File: src/common/div_pkg.sv
package div_pkg;

    // Operand and result width of the unit
    localparam int DATA_W = 32;

    localparam int TAG_W = 4;   // Tag travels with the request and comes back with its result

    // Width of a leading-zero count for one operand
    localparam int CLZ_W = $clog2(DATA_W);

    typedef enum logic {
        DIV_SIGNED   = 1'b0,
        DIV_UNSIGNED = 1'b1
    } div_op_e;

    // One queued division request
    typedef struct packed {
        div_op_e           op;
        logic [DATA_W-1:0] dividend;
        logic [DATA_W-1:0] divisor;
        logic [TAG_W-1:0]  tag;
    } div_req_t;

    // One finished division, as seen on the response port
    typedef struct packed {
        logic [DATA_W-1:0] quotient;
        logic [DATA_W-1:0] remainder;
        logic [TAG_W-1:0]  tag;
    } div_rsp_t;

    typedef enum logic [1:0] {
        IDLE   = 2'd0,  // Waiting for a request and a response credit
        LOAD   = 2'd1,  // Operands captured, divisor aligned
        RUN    = 2'd2,  // Two quotient bits per cycle
        FINISH = 2'd3   // Corrected result on the response port
    } div_state_e;

endpackage
File: src/source/div_unit_top.sv
`timescale 1ns/1ns

module div_unit_top #(
    parameter int DATA_W      = div_pkg::DATA_W,
    parameter int REQ_DEPTH   = 4,
    parameter int RSP_CREDITS = 2
) (
    input  logic                      clk,
    input  logic                      rst,

    input  logic                      req_valid,
    input  div_pkg::div_op_e          req_op,
    input  logic [DATA_W-1:0]         req_dividend,
    input  logic [DATA_W-1:0]         req_divisor,
    input  logic [div_pkg::TAG_W-1:0] req_tag,
    output logic                      req_credit,

    output logic                      rsp_valid,
    output logic [DATA_W-1:0]         rsp_quotient,
    output logic [DATA_W-1:0]         rsp_remainder,
    output logic [div_pkg::TAG_W-1:0] rsp_tag,
    input  logic                      rsp_credit
);

    div_pkg::div_req_t          req_word;
    div_pkg::div_req_t          q_head;
    logic                       q_empty;
    logic                       q_pop;
    logic                       load;
    logic                       iterate;
    logic                       early_exit;
    logic                       last_step;
    logic [div_pkg::CLZ_W-2:0]  step_count;

    assign req_word = '{
        op:       req_op,
        dividend: req_dividend,
        divisor:  req_divisor,
        tag:      req_tag
    };

    div_req_queue #(.REQ_DEPTH(REQ_DEPTH)) u_queue (
        .clk           (clk),
        .rst           (rst),
        .push          (req_valid),
        .push_data     (req_word),
        .pop           (q_pop),
        .head          (q_head),
        .empty         (q_empty),
        .credit_return (req_credit)
    );

    div_control #(.RSP_CREDITS(RSP_CREDITS)) u_control (
        .clk        (clk),
        .rst        (rst),
        .q_empty    (q_empty),
        .early_exit (early_exit),
        .last_step  (last_step),
        .rsp_credit (rsp_credit),
        .q_pop      (q_pop),
        .load       (load),
        .iterate    (iterate),
        .finish     (rsp_valid)   // FINISH cycle is the response beat
    );

    div_step_counter u_step_counter (
        .clk        (clk),
        .rst        (rst),
        .load       (load),
        .iterate    (iterate),
        .step_count (step_count),
        .last_step  (last_step)
    );

    div_datapath #(.DATA_W(DATA_W)) u_datapath (
        .clk        (clk),
        .load       (load),
        .iterate    (iterate),
        .finish     (rsp_valid),
        .q_op       (q_head.op),
        .q_dividend (q_head.dividend),
        .q_divisor  (q_head.divisor),
        .q_tag      (q_head.tag),
        .early_exit (early_exit),
        .step_count (step_count),
        .quotient   (rsp_quotient),
        .remainder  (rsp_remainder),
        .tag        (rsp_tag)
    );

endmodule

File: src/source/div_req_queue.sv
`timescale 1ns/1ns

module div_req_queue #(
    parameter int REQ_DEPTH = 4
) (
    input  logic              clk,
    input  logic              rst,
    input  logic              push,
    input  div_pkg::div_req_t push_data,
    input  logic              pop,
    output div_pkg::div_req_t head,
    output logic              empty,
    output logic              credit_return
);

    localparam int PTR_W = $clog2(REQ_DEPTH);
    localparam int CNT_W = $clog2(REQ_DEPTH + 1);

    div_pkg::div_req_t mem [REQ_DEPTH];
    logic [PTR_W-1:0]  wr_ptr;
    logic [PTR_W-1:0]  rd_ptr;
    logic [CNT_W-1:0]  count;

    // Upstream credits guarantee a free slot on every push
    always_ff @(posedge clk) begin
        if (push) begin
            mem[wr_ptr] <= push_data;
        end
    end

    // The popped entry is registered, so it sits on head during the cycle after the pop
    always_ff @(posedge clk) begin
        if (pop) begin
            head <= mem[rd_ptr];
        end
    end

    always_ff @(posedge clk) begin
        if (rst) begin
            wr_ptr        <= '0;
            rd_ptr        <= '0;
            count         <= '0;
            credit_return <= 1'b0;
        end else begin
            if (push) begin
                wr_ptr <= (wr_ptr == PTR_W'(REQ_DEPTH - 1)) ? '0 : wr_ptr + 1'b1;
            end
            if (pop) begin
                rd_ptr <= (rd_ptr == PTR_W'(REQ_DEPTH - 1)) ? '0 : rd_ptr + 1'b1;
            end
            if (push && !pop) begin
                count <= count + 1'b1;
            end else if (pop && !push) begin
                count <= count - 1'b1;
            end
            credit_return <= pop;  // One slot freed, one credit back to upstream
        end
    end

    assign empty = (count == '0);

endmodule

File: src/divider/div_datapath.sv
`timescale 1ns/1ns

module div_datapath #(
    parameter int DATA_W = div_pkg::DATA_W
) (
    input  logic                      clk,
    input  logic                      load,
    input  logic                      iterate,
    input  logic                      finish,
    input  div_pkg::div_op_e          q_op,
    input  logic [DATA_W-1:0]         q_dividend,
    input  logic [DATA_W-1:0]         q_divisor,
    input  logic [div_pkg::TAG_W-1:0] q_tag,
    output logic                      early_exit,
    output logic [div_pkg::CLZ_W-2:0] step_count,
    output logic [DATA_W-1:0]         quotient,
    output logic [DATA_W-1:0]         remainder,
    output logic [div_pkg::TAG_W-1:0] tag
);

    localparam int CLZ_W = div_pkg::CLZ_W;

    logic                      dividend_neg;
    logic                      divisor_neg;
    logic                      divisor_zero;
    logic [DATA_W-1:0]         abs_dividend;
    logic [DATA_W-1:0]         abs_divisor;
    logic [CLZ_W-1:0]          dividend_clz;
    logic [CLZ_W-1:0]          divisor_clz;
    logic [CLZ_W-1:0]          clz_delta;
    logic                      clz_borrow;

    logic [DATA_W-1:0]         div_q;       // Aligned divisor, moves right two bits per step
    logic [DATA_W-1:0]         rem_q;       // Partial remainder
    logic [DATA_W-1:0]         quot_q;
    logic                      neg_quot_q;
    logic                      neg_rem_q;
    logic                      div_zero_q;
    logic [div_pkg::TAG_W-1:0] tag_q;

    logic [DATA_W+1:0]         diff_2x;
    logic [DATA_W:0]           diff_1x;
    logic                      q_hi;
    logic                      q_lo;
    logic [DATA_W-1:0]         rem_mid;
    logic [DATA_W-1:0]         rem_next;
    logic [DATA_W-1:0]         quot_fixed;
    logic [DATA_W-1:0]         rem_fixed;

    assign dividend_neg = (q_op == div_pkg::DIV_SIGNED) && q_dividend[DATA_W-1];
    assign divisor_neg  = (q_op == div_pkg::DIV_SIGNED) && q_divisor[DATA_W-1];
    assign divisor_zero = (q_divisor == '0);

    assign abs_dividend = dividend_neg ? ~q_dividend + 1'b1 : q_dividend;
    assign abs_divisor  = divisor_neg ? ~q_divisor + 1'b1 : q_divisor;

    div_clz #(.DATA_W(DATA_W)) u_dividend_clz (
        .value (abs_dividend),
        .count (dividend_clz)
    );

    div_clz #(.DATA_W(DATA_W)) u_divisor_clz (
        .value (abs_divisor),
        .count (divisor_clz)
    );

    // Borrow means the divisor has more significant bits, so the quotient is zero
    assign {clz_borrow, clz_delta} = {1'b0, divisor_clz} - {1'b0, dividend_clz};

    assign early_exit = divisor_zero | clz_borrow;
    assign step_count = clz_delta[CLZ_W-1:1];   // One step per two bits, plus the final one

    // Restoring radix-4 step: try twice the divisor, then once, on what is left
    assign diff_2x  = {2'b00, rem_q} - {1'b0, div_q, 1'b0};
    assign q_hi     = ~diff_2x[DATA_W+1];
    assign rem_mid  = q_hi ? diff_2x[DATA_W-1:0] : rem_q;
    assign diff_1x  = {1'b0, rem_mid} - {1'b0, div_q};
    assign q_lo     = ~diff_1x[DATA_W];
    assign rem_next = q_lo ? diff_1x[DATA_W-1:0] : rem_mid;

    always_ff @(posedge clk) begin
        if (load) begin
            tag_q      <= q_tag;
            neg_quot_q <= dividend_neg ^ divisor_neg;
            neg_rem_q  <= dividend_neg;
            div_zero_q <= divisor_zero;
            // Even shift keeps the start remainder below four times the divisor
            div_q      <= abs_divisor << {clz_delta[CLZ_W-1:1], 1'b0};
            rem_q      <= abs_dividend;
            quot_q     <= '0;
        end else if (iterate) begin
            div_q  <= {2'b00, div_q[DATA_W-1:2]};
            rem_q  <= rem_next;
            quot_q <= {quot_q[DATA_W-3:0], q_hi, q_lo};
        end
    end

    // Quotient takes the sign of the product of signs, remainder that of the dividend.
    // For a zero divisor the remainder register still holds |dividend|, so the sign
    // correction gives back the dividend itself
    assign quot_fixed = div_zero_q ? '1 : (neg_quot_q ? ~quot_q + 1'b1 : quot_q);
    assign rem_fixed  = neg_rem_q ? ~rem_q + 1'b1 : rem_q;

    // Result bus stays quiet outside FINISH so downstream never sees partial values
    assign quotient  = finish ? quot_fixed : '0;
    assign remainder = finish ? rem_fixed : '0;
    assign tag       = finish ? tag_q : '0;

endmodule

File: src/divider/div_control.sv
`timescale 1ns/1ns

module div_control #(
    parameter int RSP_CREDITS = 2
) (
    input  logic clk,
    input  logic rst,
    input  logic q_empty,
    input  logic early_exit,
    input  logic last_step,
    input  logic rsp_credit,
    output logic q_pop,
    output logic load,
    output logic iterate,
    output logic finish
);

    localparam int CNT_W = $clog2(RSP_CREDITS + 1);

    div_pkg::div_state_e state;
    div_pkg::div_state_e state_next;
    logic [CNT_W-1:0]    credit_cnt;    // Response slots downstream still has free
    logic                launch;

    // A division starts only with work queued and room downstream for its result
    assign launch = (state == div_pkg::IDLE) && !q_empty && (credit_cnt != '0);

    assign q_pop   = launch;
    assign load    = (state == div_pkg::LOAD);
    assign iterate = (state == div_pkg::RUN);
    assign finish  = (state == div_pkg::FINISH);

    always_comb begin
        state_next = state;
        case (state)
            div_pkg::IDLE: begin
                if (launch) begin
                    state_next = div_pkg::LOAD;
                end
            end
            div_pkg::LOAD: begin
                // Zero divisor or divisor above dividend needs no iteration
                state_next = early_exit ? div_pkg::FINISH : div_pkg::RUN;
            end
            div_pkg::RUN: begin
                if (last_step) begin
                    state_next = div_pkg::FINISH;
                end
            end
            default: state_next = div_pkg::IDLE;  // FINISH lasts a single cycle
        endcase
    end

    always_ff @(posedge clk) begin
        if (rst) begin
            state <= div_pkg::IDLE;
        end else begin
            state <= state_next;
        end
    end

    always_ff @(posedge clk) begin
        if (rst) begin
            credit_cnt <= CNT_W'(RSP_CREDITS);
        end else if (launch && !rsp_credit) begin
            credit_cnt <= credit_cnt - 1'b1;
        end else if (!launch && rsp_credit) begin
            credit_cnt <= credit_cnt + 1'b1;
        end
        // A launch and a returned credit in the same cycle leave the count as it is
    end

endmodule

File: src/divider/div_step_counter.sv
`timescale 1ns/1ns

module div_step_counter (
    input  logic                      clk,
    input  logic                      rst,
    input  logic                      load,
    input  logic                      iterate,
    input  logic [div_pkg::CLZ_W-2:0] step_count,
    output logic                      last_step
);

    logic [div_pkg::CLZ_W-2:0] steps_left;

    // Holds the number of radix-4 steps still to run after the current one
    always_ff @(posedge clk) begin
        if (rst) begin
            steps_left <= '0;
        end else if (load) begin
            steps_left <= step_count;
        end else if (iterate) begin
            steps_left <= steps_left - 1'b1;  // Wraps once after the last step, never read then
        end
    end

    assign last_step = (steps_left == '0);

endmodule

File: src/divider/div_clz.sv
`timescale 1ns/1ns

module div_clz #(
    parameter int DATA_W = div_pkg::DATA_W
) (
    input  logic [DATA_W-1:0]         value,
    output logic [div_pkg::CLZ_W-1:0] count
);

    logic [DATA_W-1:0] norm;

    // Normalizing tree: at each level check whether the upper slice is all zero,
    // and if so record that bit of the count and shift the slice out.
    // Level widths halve from DATA_W/2 down to 1, which keeps the depth at CLZ_W
    always_comb begin
        norm  = value;
        count = '0;
        for (int lvl = div_pkg::CLZ_W - 1; lvl >= 0; lvl--) begin
            if ((norm >> (DATA_W - (1 << lvl))) == '0) begin
                count[lvl] = 1'b1;
                norm       = norm << (1 << lvl);
            end
        end
    end

    // A zero input saturates at DATA_W-1, which the datapath treats the same as a value of one

endmodule

File: config.mk
export PLATFORM = sky130hd
export DESIGN_NAME = div_unit_top
export DESIGN_NICKNAME = d
export VERILOG_FILES = /design/src/common/div_pkg.sv /design/src/source/div_unit_top.sv /design/src/source/div_req_queue.sv /design/src/divider/div_datapath.sv /design/src/divider/div_control.sv /design/src/divider/div_step_counter.sv /design/src/divider/div_clz.sv
export SDC_FILE = /design/constraint.sdc
export NUM_CORES = 1
export LEC_CHECK = 0
export BUFFER_PORTS_ARGS = -buffer_cell sky130_fd_sc_hd__buf_2
export CAP_MARGIN = 10
export CELL_PAD_IN_SITES_DETAIL_PLACEMENT = 1
export CELL_PAD_IN_SITES_GLOBAL_PLACEMENT = 1
export CORE_ASPECT_RATIO = 2
export CORE_MARGIN = 2
export CORE_UTILIZATION = 46
export DETAILED_ROUTE_END_ITERATION = 10
export PLACE_DENSITY = 0.77
export SLEW_MARGIN = 25
export SYNTH_ARGS = -nofsm -noshare
export SYNTH_HDL_FRONTEND = slang
export SYNTH_SLANG_ARGS = --single-unit
File: constraint.sdc
create_clock -name clk -period 6.6 [get_ports clk]
set_input_delay 1.32 -clock clk [delete_from_list [all_inputs] [get_ports clk]]
set_output_delay 1.32 -clock clk [all_outputs]
set_load 0.01 [all_outputs]
==> impl_metrics.env <==
export IMPL_ios=143
export IMPL_synth_commonest_cells="edfxtp_1, nor2_1, a21oi_1"
export IMPL_worstSetupEndpointType="register"
export IMPL_skew_ns=0.0208
export IMPL_synth_most_common_cell="edfxtp_1"
export IMPL_via_count=20232
export IMPL_crit_path_max_incr_delay_ns=0.41
export IMPL_placed_cells=3273
export IMPL_drc_errors=0
export IMPL_finalNonFillerCells=3388
export IMPL_cp_max_fo=8
export IMPL_clock_sinks=464
export IMPL_worst_path_most_repeated_cell="o2111ai_2"
export IMPL_fillers=5911
export IMPL_netlist_instances=2253
export IMPL_htree_levels=2
export IMPL_fin_util=0.560
export IMPL_finalWeightedCongestion=0.934
export IMPL_drt_antenna_violating_nets=0
export IMPL_finalCritPeriodShare=1.01
export IMPL_clk_latency_ns=0.60
export IMPL_die_area_um2=59200
export IMPL_area_growth_pct=20.9
export IMPL_clock_fmax_ghz=0.150
export IMPL_ys_seq_area_frac=0.511
export IMPL_finalSetupTns_ns=-0.362
export IMPL_syn_nets=2413
export IMPL_synth_seq_cells=464
export IMPL_wirelength_um=80500
export IMPL_worst_slack_ns=-0.0684
export IMPL_status="finished, violations left"
export IMPL_synthTopCellsByArea="edfxtp_1, mux4_2, xnor2_1"
export IMPL_holdCritPathClass="reg2reg"
export IMPL_synth_area_per_cell_um2=11.7
export IMPL_grt_max_degree=73
export IMPL_async_reset_ff_frac=0
export IMPL_pre_cts_ws_ns=-0.750
export IMPL_grt_overflow=0
export IMPL_synth_distinct_cells=96
export IMPL_cts_buffer_depth=3
export IMPL_start_util=0.463
export IMPL_die_width_um=173
export IMPL_syn_area_um2=26300
export IMPL_violations="negative setup slack"
export IMPL_viasPerCell=5.97
export IMPL_synth_top_area_cell="edfxtp_1"
export IMPL_synth_edf_count=416
export IMPL_synthFlopType="edfxtp_1"
export IMPL_critPathKind="reg2reg"
export IMPL_grt_pass1_vias=21313
export IMPL_rows=124
export IMPL_timing_slew_headroom=0.319
export IMPL_grt_pass1_wl_um=123000
export IMPL_dp_hpwl_um=57300
export IMPL_drt_initial_drc_count=1485
export IMPL_worstPathRequired_ns=6.92
export IMPL_critPathSlowestCell="edfxtp_1"
export IMPL_drive_above_1_share=0.273
export IMPL_die_height_um=342
export IMPL_postCtsHoldBufs=0
export IMPL_nets=2755
export IMPL_io_buffers=142
export IMPL_cp_data_arrival_time_ns=6.99
export IMPL_min_period_ns=6.67
export IMPL_clockRootBuffer="clkbuf_16"
export IMPL_worst_pin_slew_ns=1.02
export IMPL_cts_clk_slew_worst_paths_ns=0.08
export IMPL_yosys_warnings=0
export IMPL_cp_start_kind="register"
export IMPL_hold_violations=0
export IMPL_core_um2=56800
export IMPL_wl_per_cell_um=23.7
export IMPL_rsz0062_at_grt="yes"
export IMPL_slew_viol_final=0
export IMPL_first_pass_iters=5
export IMPL_antenna_found_initial=2
export IMPL_yosysTopAreaCellShare=0.475
export IMPL_numCtsBuffers=43
export IMPL_track_usage=0.267
export IMPL_drv_cap=0
export IMPL_finalSetupViolCount=14
export IMPL_cts_tree="built"
==> area by class of cell <==
class	count	area, um^2	area share
Sequential cell	464	13500	0.423
Multi-Input combinational cell	1587	12600	0.396
Timing Repair Buffer	405	2880	0.0907
Clock buffer	52	1160	0.0365
Tap cell	756	946	0.0297
Clock inverter	28	397	0.0125
Inverter	94	355	0.0112
Antenna cell	2	5.00	0.000157
==> repair_timing <==
action	in CTS	in global routing
cloned	4	1
setup buffers	19	12
setup endpoints to repair	35	59
gates resized for setup	70	67
pin swaps	46	22
==> path summary, 6_finish.rpt <==
path | slack, ns | from | endpoint | depth (start not counted)
worst min-delay path | 0.49 | u_queue.count[2]$_SDFFE_PP0P_ | u_queue.count[2]$_SDFFE_PP0P_ | 2
worst max register to register | -0.07 | u_datapath.rem_q[1]$_DFFE_PP_ | u_datapath.rem_q[9]$_DFFE_PP_ | 33
worst min register to register | 0.49 | u_queue.count[2]$_SDFFE_PP0P_ | u_queue.count[2]$_SDFFE_PP0P_ | 2
worst max-delay path | -0.07 | u_datapath.rem_q[1]$_DFFE_PP_ | u_datapath.rem_q[9]$_DFFE_PP_ | 33
==> cells by family after synthesis <==
kind of cell / after synthesis / share of synthesized area
AND/OR/NAND/NOR: 612 / 0.115
multiplexers: 178 / 0.102
XOR/XNOR: 176 / 0.0593
AO/OA/AOI/OAI: 534 / 0.139
flip-flops: 464 / 0.511
buffers and inverters: 202 / 0.0301
adder cells (fa/ha/maj): 87 / 0.0425
==> stage by stage <==
step                hold WS (ns)  area, um^2
detailed placement         0.490       29400
CTS                        0.500       31500
global placement           0.462       29400
floorplan                  0.400       26300
global route               0.527       31800
finish                     0.495       31800
==> layout by cell type (no fill, tap or decap), types with 33 or more instances in the layout <==
cell type	count
buf_2	142
a21oi_1	129
mux2i_1	79
nand2_1	115
xnor2_1	121
nor2_1	205
o21ai_0	68
ha_1	74
mux4_2	69
edfxtp_1	416
xor2_1	48
nand3_1	33
buf_4	241
nor3_1	46
o21a_1	46
inv_1	89
dfxtp_1	46
clkbuf_16	45
and2_1	44
==> flip-flops by register name (all words and copies together), names as in the netlist <==
name / flops
u_datapath.neg_rem_q: 1
u_datapath.rem_q: 32
u_queue.head: 69
u_control.state: 2
u_queue.mem: 276
u_datapath.tag_q: 4
u_control.credit_cnt: 2
u_datapath.neg_quot_q: 1
u_queue.wr_ptr: 2
u_step_counter.steps_left: 4
u_queue.count: 3
u_queue.rd_ptr: 2
u_queue.credit_return: 1
u_datapath.div_q: 32
u_datapath.div_zero_q: 1
u_datapath.quot_q: 32
==> routing by layer <==
metal  GRT usage  routed length [um]
met4       0.142                4560
met5           0                   0
met3      0.0325                3570
met2       0.468               40700
met1       0.322               31600
==> worst max-delay path, delay by kind of cell, from the launching register on <==
kind	cells	cell delay [ns]
mux	1	0.35
compound gates	20	3.75
flops	1	0.41
simple gates	3	0.43
fa+ha+maj	3	0.73
buf+inv	6	0.70
Power is not shown: default switching activity piles up to over one toggle a cycle in this logic, so the estimate is an artifact.
